### src/verilog/ldq_pkg.sv
package ldq_pkg;

  // ----------------------------------------
  // sizes
  // ----------------------------------------
  localparam int LDQ_SIZE  = 8;   // top default only
  localparam int DISP_SIZE = 2;   // dispatch slots per cycle
  localparam int CMT_ID_W  = 6;
  localparam int VADDR_W   = 32;

  // ----------------------------------------
  // entry state
  // ----------------------------------------
  typedef enum logic [2:0] {
    LDQ_INIT,           // invalid
    LDQ_ISSUE_WAIT,     // ready to pick
    LDQ_ISSUED,         // in the pipe
    LDQ_EX3_DONE,       // hit, not reported yet
    LDQ_WAIT_COMPLETE   // reported, waiting for commit
  } ldq_state_t;

  // outcome seen at EX2
  typedef enum logic {
    EX2_HIT,
    EX2_MISS
  } ex2_result_t;

endpackage

### src/verilog/ldq_disp_alloc.sv
`timescale 1ns/10ps

module ldq_disp_alloc #(
  parameter int LDQ_SIZE = 8
) (
  input  logic                                  i_clk,
  input  logic                                  i_reset_n,

  input  logic [ldq_pkg::DISP_SIZE-1:0]         i_disp_valid,
  input  logic [ldq_pkg::CMT_ID_W-1:0]          i_disp_cmt_id [ldq_pkg::DISP_SIZE],
  input  logic [ldq_pkg::VADDR_W-1:0]           i_disp_vaddr  [ldq_pkg::DISP_SIZE],

  input  logic                                  i_commit_valid,
  input  logic                                  i_commit_flush,

  output logic [LDQ_SIZE-1:0]                   o_entry_load,
  output logic [ldq_pkg::CMT_ID_W-1:0]          o_entry_cmt_id [LDQ_SIZE],
  output logic [ldq_pkg::VADDR_W-1:0]           o_entry_vaddr  [LDQ_SIZE],

  output logic [$clog2(ldq_pkg::DISP_SIZE+1)-1:0] o_ignored_num
);

  import ldq_pkg::*;

  localparam int IGN_W = $clog2(DISP_SIZE + 1);

  logic [LDQ_SIZE-1:0] r_in_ptr_oh;
  logic                w_flush;
  logic [IGN_W-1:0]    w_disp_cnt;
  logic [IGN_W-1:0]    w_slot_pos [DISP_SIZE];
  logic [LDQ_SIZE-1:0] w_slot_oh  [DISP_SIZE];

  function automatic logic [LDQ_SIZE-1:0] rotl(input logic [LDQ_SIZE-1:0] oh, input int amt);
    logic [2*LDQ_SIZE-1:0] dbl;
    dbl = {oh, oh} << amt;
    return dbl[2*LDQ_SIZE-1:LDQ_SIZE];
  endfunction

  assign w_flush = i_commit_valid & i_commit_flush;

  // compaction: rank of each valid slot
  always_comb begin
    w_disp_cnt = '0;
    for (int s = 0; s < DISP_SIZE; s++) begin
      w_slot_pos[s] = w_disp_cnt;
      w_disp_cnt    = w_disp_cnt + IGN_W'(i_disp_valid[s]);
    end
  end

  always_comb begin
    for (int s = 0; s < DISP_SIZE; s++) begin
      w_slot_oh[s] = (i_disp_valid[s] & !w_flush) ? rotl(r_in_ptr_oh, int'(w_slot_pos[s])) : '0;
    end
  end

  // per-entry write strobe and payload
  always_comb begin
    for (int e = 0; e < LDQ_SIZE; e++) begin
      o_entry_load[e]   = 1'b0;
      o_entry_cmt_id[e] = '0;
      o_entry_vaddr[e]  = '0;
      for (int s = 0; s < DISP_SIZE; s++) begin
        if (w_slot_oh[s][e]) begin
          o_entry_load[e]   = 1'b1;
          o_entry_cmt_id[e] = i_disp_cmt_id[s];
          o_entry_vaddr[e]  = i_disp_vaddr[s];
        end
      end
    end
  end

  always_ff @(posedge i_clk) begin
    if (i_reset_n) begin
      r_in_ptr_oh <= LDQ_SIZE'(1);
    end else if (w_flush) begin
      r_in_ptr_oh <= LDQ_SIZE'(1);  // queue empties on flush
    end else begin
      r_in_ptr_oh <= rotl(r_in_ptr_oh, int'(w_disp_cnt));
    end
  end

  assign o_ignored_num = w_flush ? w_disp_cnt : '0;

endmodule

### src/verilog/ldq_entry.sv
`timescale 1ns/10ps

module ldq_entry (
  input  logic                          i_clk,
  input  logic                          i_reset_n,

  input  logic                          i_load,
  input  logic [ldq_pkg::CMT_ID_W-1:0]  i_load_cmt_id,
  input  logic [ldq_pkg::VADDR_W-1:0]   i_load_vaddr,

  input  logic                          i_picked,

  input  logic                          i_ex2_valid,
  input  logic                          i_ex2_hit_match,
  input  logic                          i_ex2_miss_match,

  input  logic                          i_reported,

  input  logic                          i_commit_valid,
  input  logic                          i_commit_flush,
  input  logic [ldq_pkg::CMT_ID_W-1:0]  i_commit_cmt_id,

  output ldq_pkg::ldq_state_t           o_state,
  output logic [ldq_pkg::CMT_ID_W-1:0]  o_cmt_id,
  output logic [ldq_pkg::VADDR_W-1:0]   o_vaddr,
  output logic                          o_finish
);

  import ldq_pkg::*;

  ldq_state_t          r_state;
  ldq_state_t          w_state_next;
  logic [CMT_ID_W-1:0] r_cmt_id;
  logic [VADDR_W-1:0]  r_vaddr;
  logic                w_commit_hit;
  logic                w_flush_hit;

  // ----------------------------------------
  // freeing condition
  // ----------------------------------------
  assign w_commit_hit = i_commit_valid & !i_commit_flush &
                        (r_state == LDQ_WAIT_COMPLETE) & (r_cmt_id == i_commit_cmt_id);
  assign w_flush_hit  = i_commit_valid & i_commit_flush & (r_state != LDQ_INIT);
  assign o_finish     = w_commit_hit | w_flush_hit;

  // ----------------------------------------
  // state machine
  // ----------------------------------------
  always_comb begin
    w_state_next = r_state;
    if (o_finish) begin
      w_state_next = LDQ_INIT;
    end else begin
      case (r_state)
        LDQ_INIT: begin
          if (i_load) w_state_next = LDQ_ISSUE_WAIT;
        end
        LDQ_ISSUE_WAIT: begin
          if (i_picked) w_state_next = LDQ_ISSUED;
        end
        LDQ_ISSUED: begin
          if (i_ex2_valid & i_ex2_hit_match) begin
            w_state_next = LDQ_EX3_DONE;
          end else if (i_ex2_valid & i_ex2_miss_match) begin
            w_state_next = LDQ_ISSUE_WAIT;  // replay
          end
        end
        LDQ_EX3_DONE: begin
          if (i_reported) w_state_next = LDQ_WAIT_COMPLETE;
        end
        LDQ_WAIT_COMPLETE: begin
          w_state_next = LDQ_WAIT_COMPLETE;  // left only by commit or flush
        end
        default: begin
          w_state_next = LDQ_INIT;
        end
      endcase
    end
  end

  always_ff @(posedge i_clk) begin
    if (i_reset_n) begin
      r_state <= LDQ_INIT;
    end else begin
      r_state <= w_state_next;
    end
  end

  // payload
  always_ff @(posedge i_clk) begin
    if (i_load) begin
      r_cmt_id <= i_load_cmt_id;
      r_vaddr  <= i_load_vaddr;
    end
  end

  assign o_state  = r_state;
  assign o_cmt_id = r_cmt_id;
  assign o_vaddr  = r_vaddr;

endmodule

### src/verilog/ldq_issue_select.sv
`timescale 1ns/10ps

module ldq_issue_select #(
  parameter int LDQ_SIZE = 8
) (
  input  ldq_pkg::ldq_state_t           i_state  [LDQ_SIZE],
  input  logic [ldq_pkg::CMT_ID_W-1:0]  i_cmt_id [LDQ_SIZE],
  input  logic [ldq_pkg::VADDR_W-1:0]   i_vaddr  [LDQ_SIZE],

  input  logic [LDQ_SIZE-1:0]           i_out_ptr_oh,
  input  logic                          i_issue_conflict,

  output logic                          o_issue_valid,
  output logic [$clog2(LDQ_SIZE)-1:0]   o_issue_index,
  output logic [ldq_pkg::VADDR_W-1:0]   o_issue_vaddr,
  output logic [ldq_pkg::CMT_ID_W-1:0]  o_issue_cmt_id,

  output logic [LDQ_SIZE-1:0]           o_picked
);

  import ldq_pkg::*;

  localparam int IDX_W = $clog2(LDQ_SIZE);

  logic [LDQ_SIZE-1:0] w_req;
  logic [LDQ_SIZE-1:0] w_upper;
  logic [LDQ_SIZE-1:0] w_cand;
  logic [LDQ_SIZE-1:0] w_pick_oh;

  always_comb begin
    for (int e = 0; e < LDQ_SIZE; e++) begin
      w_req[e] = (i_state[e] == LDQ_ISSUE_WAIT);
    end
  end

  // oldest first: entries at or above the out-pointer, then wrap
  assign w_upper   = w_req & ~(i_out_ptr_oh - LDQ_SIZE'(1));
  assign w_cand    = (|w_upper) ? w_upper : w_req;
  assign w_pick_oh = w_cand & (~w_cand + LDQ_SIZE'(1));  // lowest set bit

  always_comb begin
    o_issue_index  = '0;
    o_issue_vaddr  = '0;
    o_issue_cmt_id = '0;
    for (int e = 0; e < LDQ_SIZE; e++) begin
      if (w_pick_oh[e]) begin
        o_issue_index  = IDX_W'(e);
        o_issue_vaddr  = i_vaddr[e];
        o_issue_cmt_id = i_cmt_id[e];
      end
    end
  end

  assign o_issue_valid = |w_req;
  assign o_picked      = i_issue_conflict ? '0 : w_pick_oh;  // refused pick stays waiting

endmodule

### src/verilog/ldq_done_report.sv
`timescale 1ns/10ps

module ldq_done_report #(
  parameter int LDQ_SIZE = 8
) (
  input  ldq_pkg::ldq_state_t           i_state  [LDQ_SIZE],
  input  logic [ldq_pkg::CMT_ID_W-1:0]  i_cmt_id [LDQ_SIZE],
  input  logic [LDQ_SIZE-1:0]           i_out_ptr_oh,

  output logic                          o_done_valid,
  output logic [ldq_pkg::CMT_ID_W-1:0]  o_done_cmt_id,
  output logic [LDQ_SIZE-1:0]           o_reported
);

  import ldq_pkg::*;

  logic [LDQ_SIZE-1:0] w_done;
  logic [LDQ_SIZE-1:0] w_upper;
  logic [LDQ_SIZE-1:0] w_cand;
  logic [LDQ_SIZE-1:0] w_pick_oh;

  always_comb begin
    for (int e = 0; e < LDQ_SIZE; e++) begin
      w_done[e] = (i_state[e] == LDQ_EX3_DONE);
    end
  end

  // same oldest-first search as issue
  assign w_upper   = w_done & ~(i_out_ptr_oh - LDQ_SIZE'(1));
  assign w_cand    = (|w_upper) ? w_upper : w_done;
  assign w_pick_oh = w_cand & (~w_cand + LDQ_SIZE'(1));

  always_comb begin
    o_done_cmt_id = '0;
    for (int e = 0; e < LDQ_SIZE; e++) begin
      if (w_pick_oh[e]) o_done_cmt_id = i_cmt_id[e];
    end
  end

  assign o_done_valid = |w_done;
  assign o_reported   = w_pick_oh;  // one report per load

endmodule

### src/verilog/ldq_credit_return.sv
`timescale 1ns/10ps

module ldq_credit_return #(
  parameter int LDQ_SIZE = 8
) (
  input  logic                                                i_clk,
  input  logic                                                i_reset_n,

  input  logic [LDQ_SIZE-1:0]                                 i_finish,
  input  logic [$clog2(ldq_pkg::DISP_SIZE+1)-1:0]             i_ignored_num,
  input  logic                                                i_commit_valid,
  input  logic                                                i_commit_flush,

  output logic [LDQ_SIZE-1:0]                                 o_out_ptr_oh,
  output logic                                                o_credit_return_valid,
  output logic [$clog2(LDQ_SIZE+ldq_pkg::DISP_SIZE+1)-1:0]    o_credit_return_val
);

  import ldq_pkg::*;

  localparam int CNT_W = $clog2(LDQ_SIZE + 1);
  localparam int CRD_W = $clog2(LDQ_SIZE + DISP_SIZE + 1);

  logic [LDQ_SIZE-1:0] r_out_ptr_oh;
  logic [CNT_W-1:0]    w_finish_cnt;
  logic [CRD_W-1:0]    w_credit_val;
  logic                w_flush;

  function automatic logic [LDQ_SIZE-1:0] rotl(input logic [LDQ_SIZE-1:0] oh, input int amt);
    logic [2*LDQ_SIZE-1:0] dbl;
    dbl = {oh, oh} << amt;
    return dbl[2*LDQ_SIZE-1:LDQ_SIZE];
  endfunction

  assign w_flush = i_commit_valid & i_commit_flush;

  always_comb begin
    w_finish_cnt = '0;
    for (int e = 0; e < LDQ_SIZE; e++) begin
      w_finish_cnt = w_finish_cnt + CNT_W'(i_finish[e]);
    end
  end

  assign w_credit_val = CRD_W'(w_finish_cnt) + CRD_W'(i_ignored_num);

  // ----------------------------------------
  // out-pointer, oldest valid entry
  // ----------------------------------------
  always_ff @(posedge i_clk) begin
    if (i_reset_n) begin
      r_out_ptr_oh <= LDQ_SIZE'(1);
    end else if (w_flush) begin
      r_out_ptr_oh <= LDQ_SIZE'(1);  // matches in-pointer after flush
    end else begin
      r_out_ptr_oh <= rotl(r_out_ptr_oh, int'(w_finish_cnt));
    end
  end

  always_ff @(posedge i_clk) begin
    if (i_reset_n) begin
      o_credit_return_valid <= 1'b0;
    end else begin
      o_credit_return_valid <= (w_credit_val != '0);
    end
  end

  always_ff @(posedge i_clk) begin
    o_credit_return_val <= w_credit_val;
  end

  assign o_out_ptr_oh = r_out_ptr_oh;

endmodule

### src/verilog/ldq_top.sv
`timescale 1ns/10ps

module ldq_top #(
  parameter int LDQ_SIZE = ldq_pkg::LDQ_SIZE
) (
  input  logic                                              i_clk,
  input  logic                                              i_reset_n,

  input  logic [ldq_pkg::DISP_SIZE-1:0]                     i_disp_valid,
  input  logic [ldq_pkg::CMT_ID_W-1:0]                      i_disp_cmt_id [ldq_pkg::DISP_SIZE],
  input  logic [ldq_pkg::VADDR_W-1:0]                       i_disp_vaddr  [ldq_pkg::DISP_SIZE],

  input  logic                                              i_issue_conflict,

  input  logic                                              i_ex2_valid,
  input  logic [$clog2(LDQ_SIZE)-1:0]                       i_ex2_index,
  input  ldq_pkg::ex2_result_t                              i_ex2_result,

  input  logic                                              i_commit_valid,
  input  logic [ldq_pkg::CMT_ID_W-1:0]                      i_commit_cmt_id,
  input  logic                                              i_commit_flush,

  output logic                                              o_issue_valid,
  output logic [$clog2(LDQ_SIZE)-1:0]                       o_issue_index,
  output logic [ldq_pkg::VADDR_W-1:0]                       o_issue_vaddr,
  output logic [ldq_pkg::CMT_ID_W-1:0]                      o_issue_cmt_id,

  output logic                                              o_done_valid,
  output logic [ldq_pkg::CMT_ID_W-1:0]                      o_done_cmt_id,

  output logic                                              o_credit_return_valid,
  output logic [$clog2(LDQ_SIZE+ldq_pkg::DISP_SIZE+1)-1:0]  o_credit_return_val
);

  import ldq_pkg::*;

  localparam int IDX_W = $clog2(LDQ_SIZE);
  localparam int IGN_W = $clog2(DISP_SIZE + 1);

  logic [LDQ_SIZE-1:0] w_entry_load;
  logic [CMT_ID_W-1:0] w_load_cmt_id [LDQ_SIZE];
  logic [VADDR_W-1:0]  w_load_vaddr  [LDQ_SIZE];

  ldq_state_t          w_entry_state  [LDQ_SIZE];
  logic [CMT_ID_W-1:0] w_entry_cmt_id [LDQ_SIZE];
  logic [VADDR_W-1:0]  w_entry_vaddr  [LDQ_SIZE];

  logic [LDQ_SIZE-1:0] w_entry_picked;
  logic [LDQ_SIZE-1:0] w_entry_reported;
  logic [LDQ_SIZE-1:0] w_entry_finish;
  logic [LDQ_SIZE-1:0] w_out_ptr_oh;
  logic [IGN_W-1:0]    w_ignored_num;

  // ----------------------------------------
  // dispatch side
  // ----------------------------------------
  ldq_disp_alloc #(
    .LDQ_SIZE (LDQ_SIZE)
  ) u_disp_alloc (
    .i_clk          (i_clk),
    .i_reset_n      (i_reset_n),
    .i_disp_valid   (i_disp_valid),
    .i_disp_cmt_id  (i_disp_cmt_id),
    .i_disp_vaddr   (i_disp_vaddr),
    .i_commit_valid (i_commit_valid),
    .i_commit_flush (i_commit_flush),
    .o_entry_load   (w_entry_load),
    .o_entry_cmt_id (w_load_cmt_id),
    .o_entry_vaddr  (w_load_vaddr),
    .o_ignored_num  (w_ignored_num)
  );

  // ----------------------------------------
  // entries
  // ----------------------------------------
  for (genvar l_idx = 0; l_idx < LDQ_SIZE; l_idx++) begin : g_entry
    logic w_ex2_idx_match;

    assign w_ex2_idx_match = (i_ex2_index == IDX_W'(l_idx));  // EX2 names entry by index

    ldq_entry u_entry (
      .i_clk            (i_clk),
      .i_reset_n        (i_reset_n),
      .i_load           (w_entry_load[l_idx]),
      .i_load_cmt_id    (w_load_cmt_id[l_idx]),
      .i_load_vaddr     (w_load_vaddr[l_idx]),
      .i_picked         (w_entry_picked[l_idx]),
      .i_ex2_valid      (i_ex2_valid),
      .i_ex2_hit_match  (w_ex2_idx_match & (i_ex2_result == EX2_HIT)),
      .i_ex2_miss_match (w_ex2_idx_match & (i_ex2_result == EX2_MISS)),
      .i_reported       (w_entry_reported[l_idx]),
      .i_commit_valid   (i_commit_valid),
      .i_commit_flush   (i_commit_flush),
      .i_commit_cmt_id  (i_commit_cmt_id),
      .o_state          (w_entry_state[l_idx]),
      .o_cmt_id         (w_entry_cmt_id[l_idx]),
      .o_vaddr          (w_entry_vaddr[l_idx]),
      .o_finish         (w_entry_finish[l_idx])
    );
  end

  // replay pick into the LSU pipe
  ldq_issue_select #(
    .LDQ_SIZE (LDQ_SIZE)
  ) u_issue_select (
    .i_state          (w_entry_state),
    .i_cmt_id         (w_entry_cmt_id),
    .i_vaddr          (w_entry_vaddr),
    .i_out_ptr_oh     (w_out_ptr_oh),
    .i_issue_conflict (i_issue_conflict),
    .o_issue_valid    (o_issue_valid),
    .o_issue_index    (o_issue_index),
    .o_issue_vaddr    (o_issue_vaddr),
    .o_issue_cmt_id   (o_issue_cmt_id),
    .o_picked         (w_entry_picked)
  );

  ldq_done_report #(
    .LDQ_SIZE (LDQ_SIZE)
  ) u_done_report (
    .i_state       (w_entry_state),
    .i_cmt_id      (w_entry_cmt_id),
    .i_out_ptr_oh  (w_out_ptr_oh),
    .o_done_valid  (o_done_valid),
    .o_done_cmt_id (o_done_cmt_id),
    .o_reported    (w_entry_reported)
  );

  ldq_credit_return #(
    .LDQ_SIZE (LDQ_SIZE)
  ) u_credit_return (
    .i_clk                 (i_clk),
    .i_reset_n             (i_reset_n),
    .i_finish              (w_entry_finish),
    .i_ignored_num         (w_ignored_num),
    .i_commit_valid        (i_commit_valid),
    .i_commit_flush        (i_commit_flush),
    .o_out_ptr_oh          (w_out_ptr_oh),
    .o_credit_return_valid (o_credit_return_valid),
    .o_credit_return_val   (o_credit_return_val)
  );

endmodule

### config.mk
export PLATFORM = sky130hd
export DESIGN_NAME = ldq_top
export DESIGN_NICKNAME = d
export VERILOG_FILES = /design/src/verilog/ldq_pkg.sv /design/src/verilog/ldq_disp_alloc.sv /design/src/verilog/ldq_entry.sv /design/src/verilog/ldq_issue_select.sv /design/src/verilog/ldq_done_report.sv /design/src/verilog/ldq_credit_return.sv /design/src/verilog/ldq_top.sv
export SDC_FILE = /design/constraint.sdc
export NUM_CORES = 1
export LEC_CHECK = 0
export ABC_AREA = 1
export BUFFER_PORTS_ARGS = -buffer_cell sky130_fd_sc_hd__buf_4
export CELL_PAD_IN_SITES_DETAIL_PLACEMENT = 0
export CELL_PAD_IN_SITES_GLOBAL_PLACEMENT = 2
export CORE_ASPECT_RATIO = 1.2
export CORE_UTILIZATION = 34
export DETAILED_ROUTE_END_ITERATION = 7
export HOLD_SLACK_MARGIN = 0.05
export PLACE_DENSITY_LB_ADDON = 0.1
export SLEW_MARGIN = 25
export SYNTH_ARGS = -nofsm -noshare
export SYNTH_HDL_FRONTEND = slang
export SYNTH_SLANG_ARGS = --single-unit
### constraint.sdc
create_clock -name i_clk -period 5 [get_ports i_clk]
set_input_delay 0.75 -clock i_clk [delete_from_list [all_inputs] [get_ports i_clk]]
set_output_delay 0.75 -clock i_clk [all_outputs]
set_load 0.01 [all_outputs]
==> out/metrics.yaml <==
finish:
  multiInputGateArea_um2: 7290
  diodes: 0
  fin_util_pct: 40.8
  stdcell_area_um2: 22300
  fillers: 5635
  area_growth_pct: 19.0
  final_nets: 2422
  seq_area_um2: 10000
  drive_gt1_share_pct: 15.0
global_routing:
  grt_usage_pct: 26.0
  grt_pass1_wl_mm: 109
  overflow: 0
  grt_util_met2_pct: 45.4
  grt_use_met1_pct: 32.7
  grt-busiest-layer: "met2"
  grt_max_degree: 41
  grt_pass1_vias: 17000
  antenna_found_initial: 0
  globalRouteMet3Util_pct: 3.01
setup_path:
  start_kind: "flip-flop"
  crit_path_max_fanout: 17
  worstSetupPathType: "flip-flop to output pin"
  r2r_slack_ps: 450
  crit_required_ps: 4250
  cp-end-kind: "output pin"
  r2r_start: "g_entry[1].u_entry.o_cmt_id[0]"
  cp_data_arrival_time_ps: 3960
  reg2reg_to: "u_credit_return.o_credit_return_valid"
  rr_worst_depth: 17
placement:
  io_buffers: 147
  dp_hpwl_mm: 48.4
  gp_congestion: 0.911
  postPlaceCellArea_um2: 21100
power:
  leakage_nw: 9.10
  p_total_mw: 12.0
  ir_drop_mv: 0.392
  power_density_nw_per_um2: 536
routing:
  viasPerCell: 5.56
  detail-route-antenna-nets: 0
  drc: 0
  wl_per_cell_um: 24.1
  dr.first_iter.drc_count: 1582
  dr.pass1.iters: 6
  num_vias: 17000
  wl_mm: 73.8
synthesis:
  synth.largest_area_cell: "edfxtp_1"
  ys_ff_latch: 349
  synth_edf_count: 304
  ys_warn_count: 0
  syn_avg_cell_area_um2: 8.74
  ys_seq_area_share_pct: 53.4
  synth_common_cells: "nand2_1, o22ai_1, edfxtp_1, inv_1, nor2_1"
  netlist_instances: 2149
  netlist.area_leader.share_pct: 48.6
  synth_nets: 2255
  synth.most_common_cell: "nand2_1"
  ys.flop_type: "edfxtp_1"
  synth.distinct_cells: 54
  synth_area_um2: 18800
  yosys-top-cells-area: "edfxtp_1, o22ai_1, nand2_1"
  async_reset_ff_share_pct: 0
clock_tree:
  cts_setup_buffers: 0
  clock-sinks: 349
  cts-root-buf: "clkbuf_16"
  clk_latency_ps: 560
  cts_buffer_depth: 3
  path_clk_slew_ps: 60
  numCtsBuffers: 40
  htree_levels: 2
  tritoncts: "yes"
timing:
  tightest_slew_ps: 961
  hold_viol_final: 0
  setup_viol: 0
  slew_headroom_pct: 35.7
  fin_tns_setup_ps: 0
  drv_slew: 0
  min_period_ps: 4710
  grt_setup_unrepaired: "true"
  fin_crit_sh_pct: 94.3
  clock-skew-final_ps: 23.0
  fmax_mhz: 212
floorplanning:
  io_pins: 148
  dieArea_um2: 56200
  rows: 94
  die_w_um: 217
  start_util_pct: 34.3
  fp.dieH_um: 259
  core_um2: 54700
job:
  cap_violations: 0
hold_path:
  worstHoldPathCells: 2
  holdPathEnd: "g_entry[3].u_entry.o_state[1]"
  min_path_type: "flip-flop to flip-flop"
  min_from: "g_entry[3].u_entry.o_state[1]"
status:
  outcome: "finished clean"
-- metal layers --
layer / vias to the layer above / part of all wire [%]
met4: 0 / 3.9
li1: 7970 / -
met1: 8382 / 42
met2: 559 / 49
met3: 135 / 5.1
met5: - / 0
-- power by group --
part,switching [mW],internal (mW),leakage [nW]
sequential,0.150,3.45,3.27
combinational,3.58,1.93,5.21
clock,1.21,1.66,0.613
-- metrics by stage --
stage                     worst slack [ps]  cells  hold slack [ps]
after floorplan                       30.9   2149              467
after global routing                 -5.94   3067              501
after CTS                              179   3067              479
after detailed placement              -127   2994              499
after global placement                -130   2994              496
final                                  286   3067              509
-- sequential cells by signal (all words and copies together), names as in the netlist --
name / cells
u_credit_return.o_out_ptr_oh: 8
u_credit_return.o_credit_return_valid: 1
u_credit_return.o_credit_return_val: 4
g_entry.u_entry.o_vaddr: 256
g_entry.u_entry.o_cmt_id: 48
u_disp_alloc.r_in_ptr_oh: 8
g_entry.u_entry.o_state: 24
-- area by class of cell --
| class | count | area share (%) |
|---|---|---|
| clock buffer | 57 | 5.00 |
| clock inverter | 16 | 0.599 |
| inverter | 275 | 4.65 |
| multi-input combinational | 1412 | 32.6 |
| sequential | 349 | 44.9 |
| tap | 720 | 4.03 |
| timing repair buffer | 238 | 8.18 |
-- how the worst max path moves through the flow --
stage,start,end,slack (ps)
2_1_floorplan,i_commit_valid,g_entry[0].u_entry.o_state[0],30
4_1_cts,u_credit_return.o_out_ptr_oh[0],o_issue_cmt_id[4],180
5_1_grt,u_credit_return.o_out_ptr_oh[0],o_issue_vaddr[10],-6
6_report,u_credit_return.o_out_ptr_oh[0],o_issue_cmt_id[2],290
3_3_place_gp,i_commit_flush,u_credit_return.o_credit_return_valid,-130
3_5_place_dp,i_commit_flush,u_credit_return.o_credit_return_valid,-130
-- cell usage in the layout (no fill, tap or decap), types with 7 or more instances in the layout --
cell type	count
nand2_1	430
o22ai_1	329
edfxtp_1	304
inv_1	260
buf_4	234
nor2_1	191
nand3_1	154
o21ai_0	64
a21oi_1	54
dfxtp_1	45
clkbuf_16	42
nand4_1	41
clkbuf_1	14
nor3_1	11
nand2_2	11
nor4_1	10
o211ai_1	10
inv_2	9
clkinv_2	9
nor2_2	8
a211oi_1	8
clkinv_1	8
ha_1	7
-- logic make-up after synthesis --
family / after synthesis / synth area share, %
AO/OA/AOI/OAI: 507 / 16.6
XOR/XNOR: 7 / 0.326
adder cells (fa/ha/maj): 12 / 0.999
buffers and inverters: 388 / 8.19
flip-flops: 349 / 53.4
multiplexers: 2 / 0.107
AND/OR/NAND/NOR: 884 / 20.4
-- timing repair --
| item | 4_1_cts | 5_1_grt |
|---|---|---|
| setup endpoints to repair | 0 | 21 |
| hold buffers | 0 | 0 |
| resized for setup | 0 | 6 |
-- worst max-delay path, cell delays in order (launching register included) --
cell     delay (ps)
dfxtp_1         310
inv_2           150
ha_1            240
inv_1            90
nor2_2          120
nand3_1          80
nand2_1         140
nand3_1         110
nand2_1          90
inv_1            70
nand3_4         150
nand2_2          90
nand2_2         100
nand2_2         130
inv_2            80
nand2_2         100
nor2_4          610
nand2_1         250
nand3_1         240
nor2_1           80
nand2_1          60
buf_4           110
No activity file was read; power rests on OpenSTA's default activity.
